`config.mk`:
```
export PLATFORM = sky130hd
export DESIGN_NAME = accumulator_computer
export DESIGN_NICKNAME = d
export VERILOG_FILES = /design/src/rtl/cpu_pkg.sv /design/src/rtl/alu.sv /design/src/rtl/main_memory.sv /design/src/rtl/datapath.sv /design/src/rtl/control_fsm.sv /design/src/rtl/accumulator_computer.sv
export VERILOG_INCLUDE_DIRS = /design/src /design/src/rtl
export SDC_FILE = /design/constraint.sdc
export NUM_CORES = 2
export LEC_CHECK = 0
export BUFFER_PORTS_ARGS = -buffer_cell sky130_fd_sc_hd__buf_2
export CORE_MARGIN = 2
export CORE_UTILIZATION = 25
export CTS_CLUSTER_DIAMETER = 50
export DETAILED_ROUTE_END_ITERATION = 8
export HOLD_SLACK_MARGIN = 0.15
export PLACE_DENSITY = 0.43
export REMOVE_ABC_BUFFERS = 1
export SLEW_MARGIN = 20
export SYNTH_ARGS = -nofsm -noshare
export SYNTH_HDL_FRONTEND = slang
export SYNTH_SLANG_ARGS = --single-unit
```
`constraint.sdc`:
```
create_clock -name clk -period 24.6 [get_ports clk]
set_input_delay 3.69 -clock clk [delete_from_list [all_inputs] [get_ports clk]]
set_output_delay 3.69 -clock clk [all_outputs]
set_load 0.01 [all_outputs]
```
`src/rtl/cpu_settings.svh`:
```
`ifndef CPU_SETTINGS_SVH
`define CPU_SETTINGS_SVH

// machine word, also the instruction width
`define CPU_DATA_W 16

// memory address width, low byte of an instruction
`define CPU_ADDR_W 8

// number of words in main memory
// must stay 2**CPU_ADDR_W so every address field is valid
`define CPU_MEM_DEPTH 256

// instruction field positions
// opcode in 15:12, alu function in 11:8, address in 7:0
`define CPU_OPCODE_W 4
`define CPU_FN_W 4

`endif

```
`src/rtl/cpu_pkg.sv`:
```
`default_nettype none

`include "cpu_settings.svh"

package cpu_pkg;

    // major opcodes, unlisted codes run as no-ops
    typedef enum logic [`CPU_OPCODE_W-1:0] {
        op_halt  = 4'h0,
        op_load  = 4'h1,
        op_store = 4'h2,
        op_alu   = 4'h3,
        op_jump  = 4'h4,
        op_jz    = 4'h5
    } opcode_e;

    // alu functions in their encoding order
    typedef enum logic [`CPU_FN_W-1:0] {
        fn_add  = 4'h0,
        fn_sub  = 4'h1,
        fn_mul  = 4'h2,
        fn_div  = 4'h3,
        fn_shl  = 4'h4,
        fn_shr  = 4'h5,
        fn_rol  = 4'h6,
        fn_ror  = 4'h7,
        fn_and  = 4'h8,
        fn_or   = 4'h9,
        fn_xor  = 4'ha,
        fn_nor  = 4'hb,
        fn_nand = 4'hc,
        fn_xnor = 4'hd,
        fn_gt   = 4'he,
        fn_eq   = 4'hf
    } alu_fn_e;

    // one instruction word as held in ir
    typedef struct packed {
        opcode_e                opcode;
        alu_fn_e                fn;
        logic [`CPU_ADDR_W-1:0] addr;
    } instr_t;

    // per-cycle strobes from the sequencer
    typedef struct packed {
        logic mar_from_pc;
        logic mem_read;
        logic mem_write;
        logic ir_load;
        logic mbr_load;
        logic acc_load_mem;
        logic acc_load_alu;
        logic pc_incr;
        logic pc_jump;
    } ctrl_t;

    // one completed instruction
    // acc is the value after the instruction
    typedef struct packed {
        logic [`CPU_ADDR_W-1:0] pc;
        instr_t                 instr;
        logic [`CPU_DATA_W-1:0] acc;
        logic                   mem_wr;
        logic [`CPU_ADDR_W-1:0] wr_addr;
        logic [`CPU_DATA_W-1:0] wr_data;
    } retire_t;

endpackage

`default_nettype wire

```
`src/rtl/alu.sv`:
```
`default_nettype none

`include "cpu_settings.svh"

module alu (
    input  cpu_pkg::alu_fn_e       fn,
    input  logic [`CPU_DATA_W-1:0] a,
    input  logic [`CPU_DATA_W-1:0] b,
    output logic [`CPU_DATA_W-1:0] result
);

    // full width product, only the low word is kept
    logic [2*`CPU_DATA_W-1:0] product;
    logic [`CPU_DATA_W-1:0]   quotient;

    assign product = a * b;

    // divide by zero saturates to all ones
    assign quotient = (b == '0) ? '1 : a / b;

    always_comb begin
        case (fn)
            cpu_pkg::fn_add:  result = a + b;
            cpu_pkg::fn_sub:  result = a - b;
            cpu_pkg::fn_mul:  result = product[`CPU_DATA_W-1:0];
            cpu_pkg::fn_div:  result = quotient;
            // shifts and rotates work on a alone, b is ignored
            cpu_pkg::fn_shl:  result = {a[`CPU_DATA_W-2:0], 1'b0};
            cpu_pkg::fn_shr:  result = {1'b0, a[`CPU_DATA_W-1:1]};
            cpu_pkg::fn_rol:  result = {a[`CPU_DATA_W-2:0], a[`CPU_DATA_W-1]};
            cpu_pkg::fn_ror:  result = {a[0], a[`CPU_DATA_W-1:1]};
            cpu_pkg::fn_and:  result = a & b;
            cpu_pkg::fn_or:   result = a | b;
            cpu_pkg::fn_xor:  result = a ^ b;
            cpu_pkg::fn_nor:  result = ~(a | b);
            cpu_pkg::fn_nand: result = ~(a & b);
            cpu_pkg::fn_xnor: result = ~(a ^ b);
            // compares return a clean 1 or 0
            cpu_pkg::fn_gt:   result = `CPU_DATA_W'(a > b);
            cpu_pkg::fn_eq:   result = `CPU_DATA_W'(a == b);
            default:          result = '0;
        endcase
    end

    // fn comes from ir, which is reset and only loaded from memory
    // an unknown here means an unloaded word was fetched
    always_comb begin
        assert final (!$isunknown(fn))
            else $error("alu function select is unknown");
    end

endmodule

`default_nettype wire

```
`src/rtl/main_memory.sv`:
```
`default_nettype none

`include "cpu_settings.svh"

module main_memory (
    input  logic                   clk,
    input  logic [`CPU_ADDR_W-1:0] addr,
    input  logic                   wr_en,
    input  logic                   rd_en,
    input  logic [`CPU_DATA_W-1:0] wdata,
    output logic [`CPU_DATA_W-1:0] rdata
);

    // storage, contents undefined until loaded
    logic [`CPU_DATA_W-1:0] mem [`CPU_MEM_DEPTH];

    // single port
    // write lands at the edge, read data follows one cycle later
    always_ff @(posedge clk) begin
        if (wr_en) begin
            mem[addr] <= wdata;
        end else if (rd_en) begin
            rdata <= mem[addr];
        end
    end

    // rdata holds its last value when not reading
    // the sequencer relies on that for ir and acc loads

    // one port, so a cycle is either a read or a write
    a_no_rd_wr: assert property (@(posedge clk) !(wr_en && rd_en))
        else $error("memory read and write in the same cycle");

endmodule

`default_nettype wire

```
`src/rtl/datapath.sv`:
```
`default_nettype none

`include "cpu_settings.svh"

module datapath (
    input  logic                   clk,
    input  logic                   arst_n,
    input  cpu_pkg::ctrl_t         ctrl,
    input  logic                   idle,
    input  logic                   start,
    input  logic                   load_en,
    input  logic [`CPU_ADDR_W-1:0] load_addr,
    input  logic [`CPU_DATA_W-1:0] load_data,
    output cpu_pkg::instr_t        instr,
    output logic                   acc_zero,
    output logic [`CPU_ADDR_W-1:0] pc,
    output logic [`CPU_DATA_W-1:0] acc,
    output logic [`CPU_ADDR_W-1:0] mem_wr_addr
);

    localparam int unsigned last_addr = `CPU_MEM_DEPTH - 1;

    logic [`CPU_ADDR_W-1:0] pc_q;
    logic [`CPU_ADDR_W-1:0] instr_pc;
    logic [`CPU_ADDR_W-1:0] mar;
    logic [`CPU_ADDR_W-1:0] mar_d;
    logic [`CPU_DATA_W-1:0] mbr;
    logic [`CPU_DATA_W-1:0] acc_q;
    cpu_pkg::instr_t        ir;
    logic [`CPU_DATA_W-1:0] alu_result;
    logic [`CPU_ADDR_W-1:0] mem_addr;
    logic                   mem_wr_en;
    logic                   mem_rd_en;
    logic [`CPU_DATA_W-1:0] mem_wdata;
    logic [`CPU_DATA_W-1:0] mem_rdata;

    // next address, pc for fetch, operand field for execute
    assign mar_d = ctrl.mar_from_pc ? pc_q : ir.addr;

    // memory port steering
    // load port owns it while idle, the core otherwise
    // reads use the address being latched, writes use mar
    assign mem_addr  = idle ? load_addr : (ctrl.mem_write ? mar : mar_d);
    assign mem_wr_en = idle ? load_en : ctrl.mem_write;
    assign mem_rd_en = idle ? 1'b0 : ctrl.mem_read;
    assign mem_wdata = idle ? load_data : mbr;

    always_ff @(posedge clk or negedge arst_n) begin
        if (!arst_n) begin
            pc_q     <= '0;
            instr_pc <= '0;
            mar      <= '0;
            mbr      <= '0;
            acc_q    <= '0;
            ir       <= '0;
        end else begin
            mar <= mar_d;
            // start restarts the program from address 0 with a clean acc
            if (idle && start) begin
                pc_q  <= '0;
                acc_q <= '0;
            end else begin
                if (ctrl.pc_jump) begin
                    pc_q <= ir.addr;
                end else if (ctrl.pc_incr) begin
                    pc_q <= (pc_q == last_addr[`CPU_ADDR_W-1:0]) ? '0 : pc_q + 1'b1;
                end
                if (ctrl.acc_load_mem) begin
                    acc_q <= mem_rdata;
                end else if (ctrl.acc_load_alu) begin
                    acc_q <= alu_result;
                end
            end
            // pc of the fetched word travels with it for retire
            if (ctrl.ir_load) begin
                ir       <= mem_rdata;
                instr_pc <= pc_q;
            end
            // store data is buffered one cycle ahead of the write
            if (ctrl.mbr_load) begin
                mbr <= acc_q;
            end
        end
    end

    // acc is operand a, the memory word is operand b
    alu i_alu (
        .fn     (ir.fn),
        .a      (acc_q),
        .b      (mem_rdata),
        .result (alu_result)
    );

    main_memory i_main_memory (
        .clk   (clk),
        .addr  (mem_addr),
        .wr_en (mem_wr_en),
        .rd_en (mem_rd_en),
        .wdata (mem_wdata),
        .rdata (mem_rdata)
    );

    assign instr       = ir;
    assign acc_zero    = (acc_q == '0);
    assign pc          = instr_pc;
    assign acc         = acc_q;
    assign mem_wr_addr = mar;

endmodule

`default_nettype wire

```
`src/rtl/control_fsm.sv`:
```
`default_nettype none

module control_fsm (
    input  logic            clk,
    input  logic            arst_n,
    input  logic            start,
    input  cpu_pkg::instr_t instr,
    input  logic            acc_zero,
    output cpu_pkg::ctrl_t  ctrl,
    output logic            idle,
    output logic            halted,
    output logic            retire_valid
);

    typedef enum logic [2:0] {
        s_idle,
        s_fetch_addr,
        s_fetch_data,
        s_exec_addr,
        s_exec_done
    } state_e;

    state_e state;
    state_e state_d;
    logic   retire_q;

    // decoded opcode shorthands
    logic is_load;
    logic is_store;
    logic is_alu;
    logic is_halt;
    logic take_jump;

    assign is_load  = (instr.opcode == cpu_pkg::op_load);
    assign is_store = (instr.opcode == cpu_pkg::op_store);
    assign is_alu   = (instr.opcode == cpu_pkg::op_alu);
    assign is_halt  = (instr.opcode == cpu_pkg::op_halt);
    // jz looks at acc as left by the previous instruction
    assign take_jump = (instr.opcode == cpu_pkg::op_jump) ||
                       ((instr.opcode == cpu_pkg::op_jz) && acc_zero);

    always_comb begin
        ctrl    = '0;
        state_d = state;
        case (state)
            s_idle: begin
                if (start) begin
                    state_d = s_fetch_addr;
                end
            end
            // read the word at pc
            s_fetch_addr: begin
                ctrl.mar_from_pc = 1'b1;
                ctrl.mem_read    = 1'b1;
                state_d          = s_fetch_data;
            end
            // latch it into ir, step pc
            s_fetch_data: begin
                ctrl.ir_load = 1'b1;
                ctrl.pc_incr = 1'b1;
                state_d      = s_exec_addr;
            end
            // operand read, or stage acc for a store
            s_exec_addr: begin
                ctrl.mem_read = is_load || is_alu;
                ctrl.mbr_load = is_store;
                state_d       = s_exec_done;
            end
            s_exec_done: begin
                ctrl.acc_load_mem = is_load;
                ctrl.acc_load_alu = is_alu;
                ctrl.mem_write    = is_store;
                ctrl.pc_jump      = take_jump;
                state_d           = is_halt ? s_idle : s_fetch_addr;
            end
            default: begin
                state_d = s_idle;
            end
        endcase
    end

    // retire is flagged one cycle after exec_done
    // so the record shows acc after the update
    always_ff @(posedge clk or negedge arst_n) begin
        if (!arst_n) begin
            state    <= s_idle;
            retire_q <= 1'b0;
        end else begin
            state    <= state_d;
            retire_q <= (state == s_exec_done);
        end
    end

    assign idle         = (state == s_idle);
    assign halted       = (state == s_idle);
    assign retire_valid = retire_q;

    a_rd_wr_excl: assert property (
        @(posedge clk) disable iff (!arst_n)
        !(ctrl.mem_read && ctrl.mem_write)
    ) else $error("read and write strobes together");

    // a retire seen while idle can only be the halt that got us here
    a_idle_retire: assert property (
        @(posedge clk) disable iff (!arst_n)
        (retire_valid && idle) |-> is_halt
    ) else $error("retire while idle without a halt");

endmodule

`default_nettype wire

```
`src/rtl/accumulator_computer.sv`:
```
`default_nettype none

`include "cpu_settings.svh"

module accumulator_computer (
    input  logic                   clk,
    input  logic                   arst_n,
    input  logic                   load_en,
    input  logic [`CPU_ADDR_W-1:0] load_addr,
    input  logic [`CPU_DATA_W-1:0] load_data,
    input  logic                   start,
    output logic                   halted,
    output logic                   retire_valid,
    output cpu_pkg::retire_t       retire
);

    cpu_pkg::ctrl_t         ctrl;
    cpu_pkg::instr_t        instr;
    logic                   idle;
    logic                   acc_zero;
    logic [`CPU_ADDR_W-1:0] pc;
    logic [`CPU_DATA_W-1:0] acc;
    logic [`CPU_ADDR_W-1:0] mem_wr_addr;

    control_fsm i_control_fsm (
        .clk          (clk),
        .arst_n       (arst_n),
        .start        (start),
        .instr        (instr),
        .acc_zero     (acc_zero),
        .ctrl         (ctrl),
        .idle         (idle),
        .halted       (halted),
        .retire_valid (retire_valid)
    );

    datapath i_datapath (
        .clk         (clk),
        .arst_n      (arst_n),
        .ctrl        (ctrl),
        .idle        (idle),
        .start       (start),
        .load_en     (load_en),
        .load_addr   (load_addr),
        .load_data   (load_data),
        .instr       (instr),
        .acc_zero    (acc_zero),
        .pc          (pc),
        .acc         (acc),
        .mem_wr_addr (mem_wr_addr)
    );

    // ir, its pc, acc and mar still describe the retiring instruction
    // store data equals acc, since a store leaves acc unchanged
    assign retire = '{
        pc:      pc,
        instr:   instr,
        acc:     acc,
        mem_wr:  (instr.opcode == cpu_pkg::op_store),
        wr_addr: mem_wr_addr,
        wr_data: acc
    };

endmodule

`default_nettype wire

```
* After elaboration in Yosys (flattened, before gate mapping)
Memory sizes are Yosys's and may differ from the RTL's. A register that Yosys moved wholly into a read port is not among the register bits.
Index checks and enable logic that the tools add are counted.
** Operators by class
- Add/sub/neg operators :: 3
- Multiply operators :: 1
- Div/mod/pow operators :: 1
- $lt $le $gt $ge :: 1
- Equality and inequality tests :: 27
- Shift operators :: 0
- Mux-type cells :: 27
- Bitwise gates (word level) :: 7
- Reduce and logical (&&, ||, !) cells :: 12
** Operator list (number)
- 16-bit one-hot mux with 16 select lines :: 1
- 16-bit two-way mux :: 5
- 8-bit two-way mux :: 7
- 16-bit NOT :: 3
- 4-bit equality test (second input constant) :: 8
- 16-bit zero test :: 2
- 4-bit by 3-bit equality test with 1-bit output (second input constant) :: 6
- 16-bit adder :: 1
- 16-bit bitwise AND :: 1
- 16-bit by 16-bit divider with 16-bit output :: 1
- 16-bit equality test :: 1
- 4-bit by 2-bit equality test with 1-bit output (second input constant) :: 4
- 16-bit greater-than comparator :: 1
- 16-bit by 16-bit multiplier with 16-bit output :: 1
- 16-bit OR :: 1
- 16-bit subtractor :: 1
- 16-bit bitwise XOR :: 1
- 3-bit one-hot mux with 5 select lines :: 1
- 1-bit two-way mux :: 10
- 8-bit by 1-bit adder with 8-bit output (second input constant) :: 1
- 4-bit by 1-bit equality test with 1-bit output (second input constant) :: 2
- 8-bit equality test (second input constant) :: 1
- 4-bit zero test :: 2
- 3-bit by 2-bit equality test with 1-bit output (second input constant) :: 2
- other kinds (12) :: 15
** Word-level totals
- Register bits after elaboration :: 76
- Bits in latches :: 0
- Bits in writable memories :: 4096
- Bits in read-only memories :: 0
- Input bits :: 28
- Output and inout bits :: 67
- Logic and storage cells :: 90
- Memories :: 1
** Memory list
- i_datapath.i_main_memory.mem :: words 256, width 16, read ports 1, clocked after Yosys merged registers in 1, wr ports 1, RTL line main_memory.sv:15 : logic [`CPU_DATA_W-1:0] mem [`CPU_MEM_DEPTH];

* Longest topological paths before layout
- Depth after elaboration :: 6
- Gate-level depth with buffers :: 134

* Cells and area by module
From an unflattened synthesis, not the netlist that was laid out.
** Unflattened totals
- Cells, all modules :: 9037
- Area total of the unflattened synthesis :: 173227.4 um^2
** Modules (own cells, without submodules)
- main_memory :: instances 1, cells an instance 6726, area each 155500.4 um^2, seq. area each 123478.4 um^2
- alu :: instances 1, cells an instance 1955, area each 13809.5 um^2, seq. area each 0.0 um^2
- datapath :: instances 1, cells an instance 310, area each 3504.6 um^2, seq. area each 1801.7 um^2
- control_fsm :: instances 1, cells an instance 29, area each 277.8 um^2, seq. area each 100.1 um^2
- accumulator_computer :: instances 1, cells an instance 17, area each 135.1 um^2, seq. area each 0.0 um^2

* Worst setup path before layout
OpenSTA, ideal clock, no wires.
- Kind :: flip-flop to flip-flop
- Start point :: register i_datapath.i_main_memory.rdata[0], read port of i_datapath.i_main_memory.mem
- End point :: register i_datapath.acc_q[0], in the netlist i_datapath.acc[0]
- Data arrival time :: 26864 ps
- Data required time :: 24474 ps
- Slack :: -2390 ps
- Stages on the path, launching flop included :: 120
- Buffers on the path :: 8
- Period minus slack after synthesis :: 26990 ps
- Cells stage by stage :: edfxtp_1 > clkbuf_1 > clkinv_1 > ha_1 > nand3_1 > and2_1 > ha_1 > o21ai_0 > nor4b_1 > nand3_1 > nand2_1 > ha_1 > o211ai_1 > nand3b_1 > and3_1 > o31ai_1 > ha_1 > a21o_1 > [84 not listed] > a21o_1 > o21a_1 > o41ai_1 > o22ai_1 > o211a_1 > o21ai_1 > clkbuf_1 > mux2_2 > ha_1 > o21a_1 > o21a_1 > o21a_1 > o21a_1 > o21ai_0 > a2111oi_0 > o41ai_1 > a31oi_1 > a221o_1
** On the way
- Cells in the longest elaborated chain, start to end :: 6
- Elaborated cells between the ends (all ways) :: 18
- Those cells by class :: 2 x add/sub; 1 x mul; 1 x div; 1 x order compare; 1 x eq/ne; 5 x mux; 6 x bitwise; 1 x reduce/logical
** Ends and longest elaborated chain
- start, declared :: RTL line main_memory.sv:11 : output logic [`CPU_DATA_W-1:0] rdata
- 16-bit by 16-bit divider with 16-bit output, or another cell as far along :: RTL line alu.sv:19 : assign quotient = (b == '0) ? '1 : a / b;
- 16-bit two-way mux, or another cell as far along :: RTL line alu.sv:19
- 16-bit one-hot mux with 16 select lines :: RTL line alu.sv:22 : case (fn)
- 16-bit two-way mux :: RTL line datapath.sv:70 : end else if (ctrl.acc_load_alu) begin
- 16-bit two-way mux (*) :: RTL line datapath.sv:68 : if (ctrl.acc_load_mem) begin
- 16-bit two-way mux (*) :: RTL line datapath.sv:59 : if (idle && start) begin
- end signal, assigned :: RTL line datapath.sv:69 : acc_q <= mem_rdata;
- end signal, assigned :: RTL line datapath.sv:71 : acc_q <= alu_result;
- end, declared :: RTL line datapath.sv:28 : logic [`CPU_DATA_W-1:0] acc_q;
Mark *: on every way between the ends. The rest lies on a longest branch, timed or not. The select of a mux whose other input is x is not followed.
A chain may end at the register's enable or synchronous reset.

* Final worst setup path
- Start point :: register i_datapath.i_main_memory.rdata[3], read port of i_datapath.i_main_memory.mem
- End point :: register i_datapath.acc_q[0], in the netlist i_datapath.acc[0]
** On the way
- Cells in the longest elaborated chain, start to end :: 6
- Elaborated cells between the ends (all ways) :: 9
- Those cells by class :: 1 x div; 1 x order compare; 1 x eq/ne; 5 x mux; 1 x reduce/logical
** Ends and longest elaborated chain (RTL line)
- 16-bit by 16-bit divider with 16-bit output / 16-bit zero test (equally long branches) :: alu.sv:19
- 16-bit two-way mux :: alu.sv:19
- 16-bit one-hot mux with 16 select lines (*) :: alu.sv:22
- 16-bit two-way mux (*) :: datapath.sv:70
- 16-bit two-way mux (*) :: datapath.sv:68
- 16-bit two-way mux (*) :: datapath.sv:59
Marks and branches as above.

==> flow_summary.ini <==
[setup_path]
critPathSlowestCell = or4_4
cp_max_fo = 8
endpoint_kind = register
cp.arrival_ps = 25660
crit_required_ps = 25500
r2r_cells = 127
slowest_delay_ps = 580
r2r_end = i_datapath.acc[0]$_DFFE_PN0P_
setup.worst_path.class = register to register
regToRegStartpoint = i_datapath.i_main_memory.rdata[3]$_DFFE_PP_
reg2reg_slack_ps = -160
start_kind = register
cpMostUsedCell = ha_4

[timing]
grt_setup_unrepaired = yes
fin_crit_ps = 24760
worstMarginPinSlew_ps = 1370
slew_headroom = 0.0843
max_freq_ghz = 0.0404
tns_ps = -163
timing.final.ws_setup_ps = -163
fin_crit_sh = 1.01
setup_viol = 1
hold_viol = 0
maxSlewViolCount = 0
skew_ps = 106

[clock_tree]
cts.sinks = 4188
cts_tree = yes
clock_path_buffers = 4
clk_pin_slew_ps = 60
ctsRootBufferMaster = clkbuf_16
numCtsBuffers = 536
insertion_delay_ps = 1090
cts_hold_buf = 0
htreeDepth = 6

[route]
dr_total_vias = 127000
drc_errors = 0
routed_wl_um = 750000
first_pass_iters = 9
routedWlPerCell_um = 30.0
drt-initial-drc-count = 14500
vias_per_cell = 5.07
ant_nets = 0

[job]
maxCapViolations = 0

[die]
initial_core_util = 0.250
io_pins = 95
die_h_um = 854
fp.coreArea_um2 = 721000
die_w_um = 854
die_area_um2 = 729000
row_count = 312

[global_route]
grt_usage = 0.198
grt_overflow = 0
first_global_vias = 120000
antenna_found_initial = 53
grt_pass1_wl_um = 1030000
grt_max_degree = 154

[yosys]
syn-instance-count = 14200
syn_area_per_cell_um2 = 12.7
synth_ff_type = edfxtp_1
synth_edf_count = 4112
ys_seq_area_frac = 0.695
synth-seq-cells = 4188
synth.top_cells.by_area = edfxtp_1 68%, nand2_1 6.6%, a21oi_1 3.1%
syn_area_um2 = 180000
synth.top_cell.area_share = 0.684
ys_warn_count = 0
yosysUniqueCellTypes = 104
ys_async_sr_fraction = 0.0181
synth_top_cell_by_area = edfxtp_1

[min_path]
hold_class = register to register
hold_start = i_datapath.pc[7]$_DFFE_PN0P_
worstHoldPathCells = 2
hold_end = i_datapath.pc[7]$_DFFE_PN0P_

[placed_design]
dpl_worst_slack_ps = -3840
dp_hpwl_um = 467000
io_buffer_count = 94
placed_area_um2 = 199000
gp_congestion = 0.892

[status]
outcome = complete, but fails checks
violations = setup timing

[finish]
final_area_um2 = 219000
drive_gt1_frac = 0.178
final_common_cell = edfxtp_1
fin_nets = 15400
mostFrequentLayoutCells = 4112 x edfxtp_1, 3116 x nand2_1, 1142 x buf_4
syn2layout_area_growth_pct = 21.3
metrics by stage:
step / utilization / std cells / hold slack, ps
floorplan: - / 13200 / 481
global placement: 0.275 / 24000 / 458
detailed placement: 0.276 / 24000 / 458
CTS: 0.302 / 25000 / 472
global route: 0.304 / 25000 / 498
finish: 0.304 / 25000 / 467
critical path, delay by kind of cell, from the launching register on:
family                     cells  cell delay [ps]
AOI/OAI and AO/OA             65            12740
adders and majority gates     15             3550
DFF                            1              400
muxes                          4             1140
and+or+nand+nor               24             4080
buffers and inverters         19             2680
routing by layer:
| metal | up-vias | track usage | part of all wire |
|---|---|---|---|
| li1 | 54800 | - | - |
| met1 | 66000 | 0.279 | 0.44 |
| met2 | 5105 | 0.308 | 0.45 |
| met3 | 1031 | 0.0295 | 0.072 |
| met4 | 4 | 0.0751 | 0.044 |
| met5 | - | 0 | 0.000044 |
cell usage after synthesis (all sizes together) (14+ instances only):
master,n
or2,14
nor4,89
o311ai,17
a32o,15
a21oi,1109
or3,21
o211a,43
nand4,108
nor2,517
nand3,820
nor2b,20
o21ai,182
o41ai,34
and3,181
or4,17
clkbuf,246
nand2b,19
dfrtp,76
inv,198
o221ai,19
a311oi,178
a22oi,67
buf,743
a211oi,400
xnor2,103
a21o,30
a21boi,299
mux2,48
a221oi,19
o22ai,70
xor2,45
a31oi,183
ha,237
a2111oi,16
edfxtp,4112
a32oi,104
nand2,3170
o211ai,33
o21a,35
nor3,98
fa,82
mux2i,147
o31ai,18
timing repair:
action                                  in CTS  in global routing
pin swaps                                  150                135
cloned                                       1                  0
buffers inserted                            58                 32
endpoints found under the setup margin       2                  2
gates resized for setup                    286                 91
cell families after synthesis:
| group | count (synthesis) | synth area share |
|---|---|---|
| and+or+nand+nor | 5118 | 0.121 |
| AOI/OAI and AO/OA | 2998 | 0.110 |
| adders and majority gates | 319 | 0.0255 |
| muxes | 195 | 0.0112 |
| DFF | 4188 | 0.695 |
| buffers and inverters | 1194 | 0.0302 |
| xor gates and xnor gates | 148 | 0.00718 |
sequential cells by signal (all words and copies together), names as in the netlist:
signal and cells:
i_control_fsm.state 3, i_datapath.pc 8, i_datapath.instr 16, i_datapath.i_main_memory.rdata 16, i_datapath.acc 16, i_datapath.i_main_memory.mem 4096, i_datapath.pc_q 8, i_control_fsm.retire_valid 1
i_datapath.mbr 16, i_datapath.mem_wr_addr 8
how the worst max path moves through the flow:
stage,slack (ps),start,to,cells after the start
2_1_floorplan,-69620,i_control_fsm.state[0]$_DFFE_PN0P_,i_datapath.i_main_memory.rdata[5]$_DFFE_PP_,10
3_3_place_gp,-3830,i_datapath.i_main_memory.rdata[6]$_DFFE_PP_,i_datapath.acc[0]$_DFFE_PN0P_,130
3_5_place_dp,-3840,i_datapath.i_main_memory.rdata[6]$_DFFE_PP_,i_datapath.acc[0]$_DFFE_PN0P_,130
4_1_cts,-510,i_datapath.i_main_memory.rdata[7]$_DFFE_PP_,i_datapath.acc[0]$_DFFE_PN0P_,131
5_1_grt,-1450,i_datapath.i_main_memory.rdata[3]$_DFFE_PP_,i_datapath.acc[0]$_DFFE_PN0P_,128
6_report,-160,i_datapath.i_main_memory.rdata[3]$_DFFE_PP_,i_datapath.acc[0]$_DFFE_PN0P_,127
cell type report:
cell class	instances	area, um^2
inverter	205	772
antenna	32	80.1
fill	73000	502000
multi-input combinational	8778	53300
sequential	4188	125000
clock inverter	292	3320
tap	9577	12000
clock buffer	647	14000
timing repair buffer	1296	9960
Power is not shown: default switching activity piles up to over one toggle a cycle in this logic, so the estimate is an artifact.
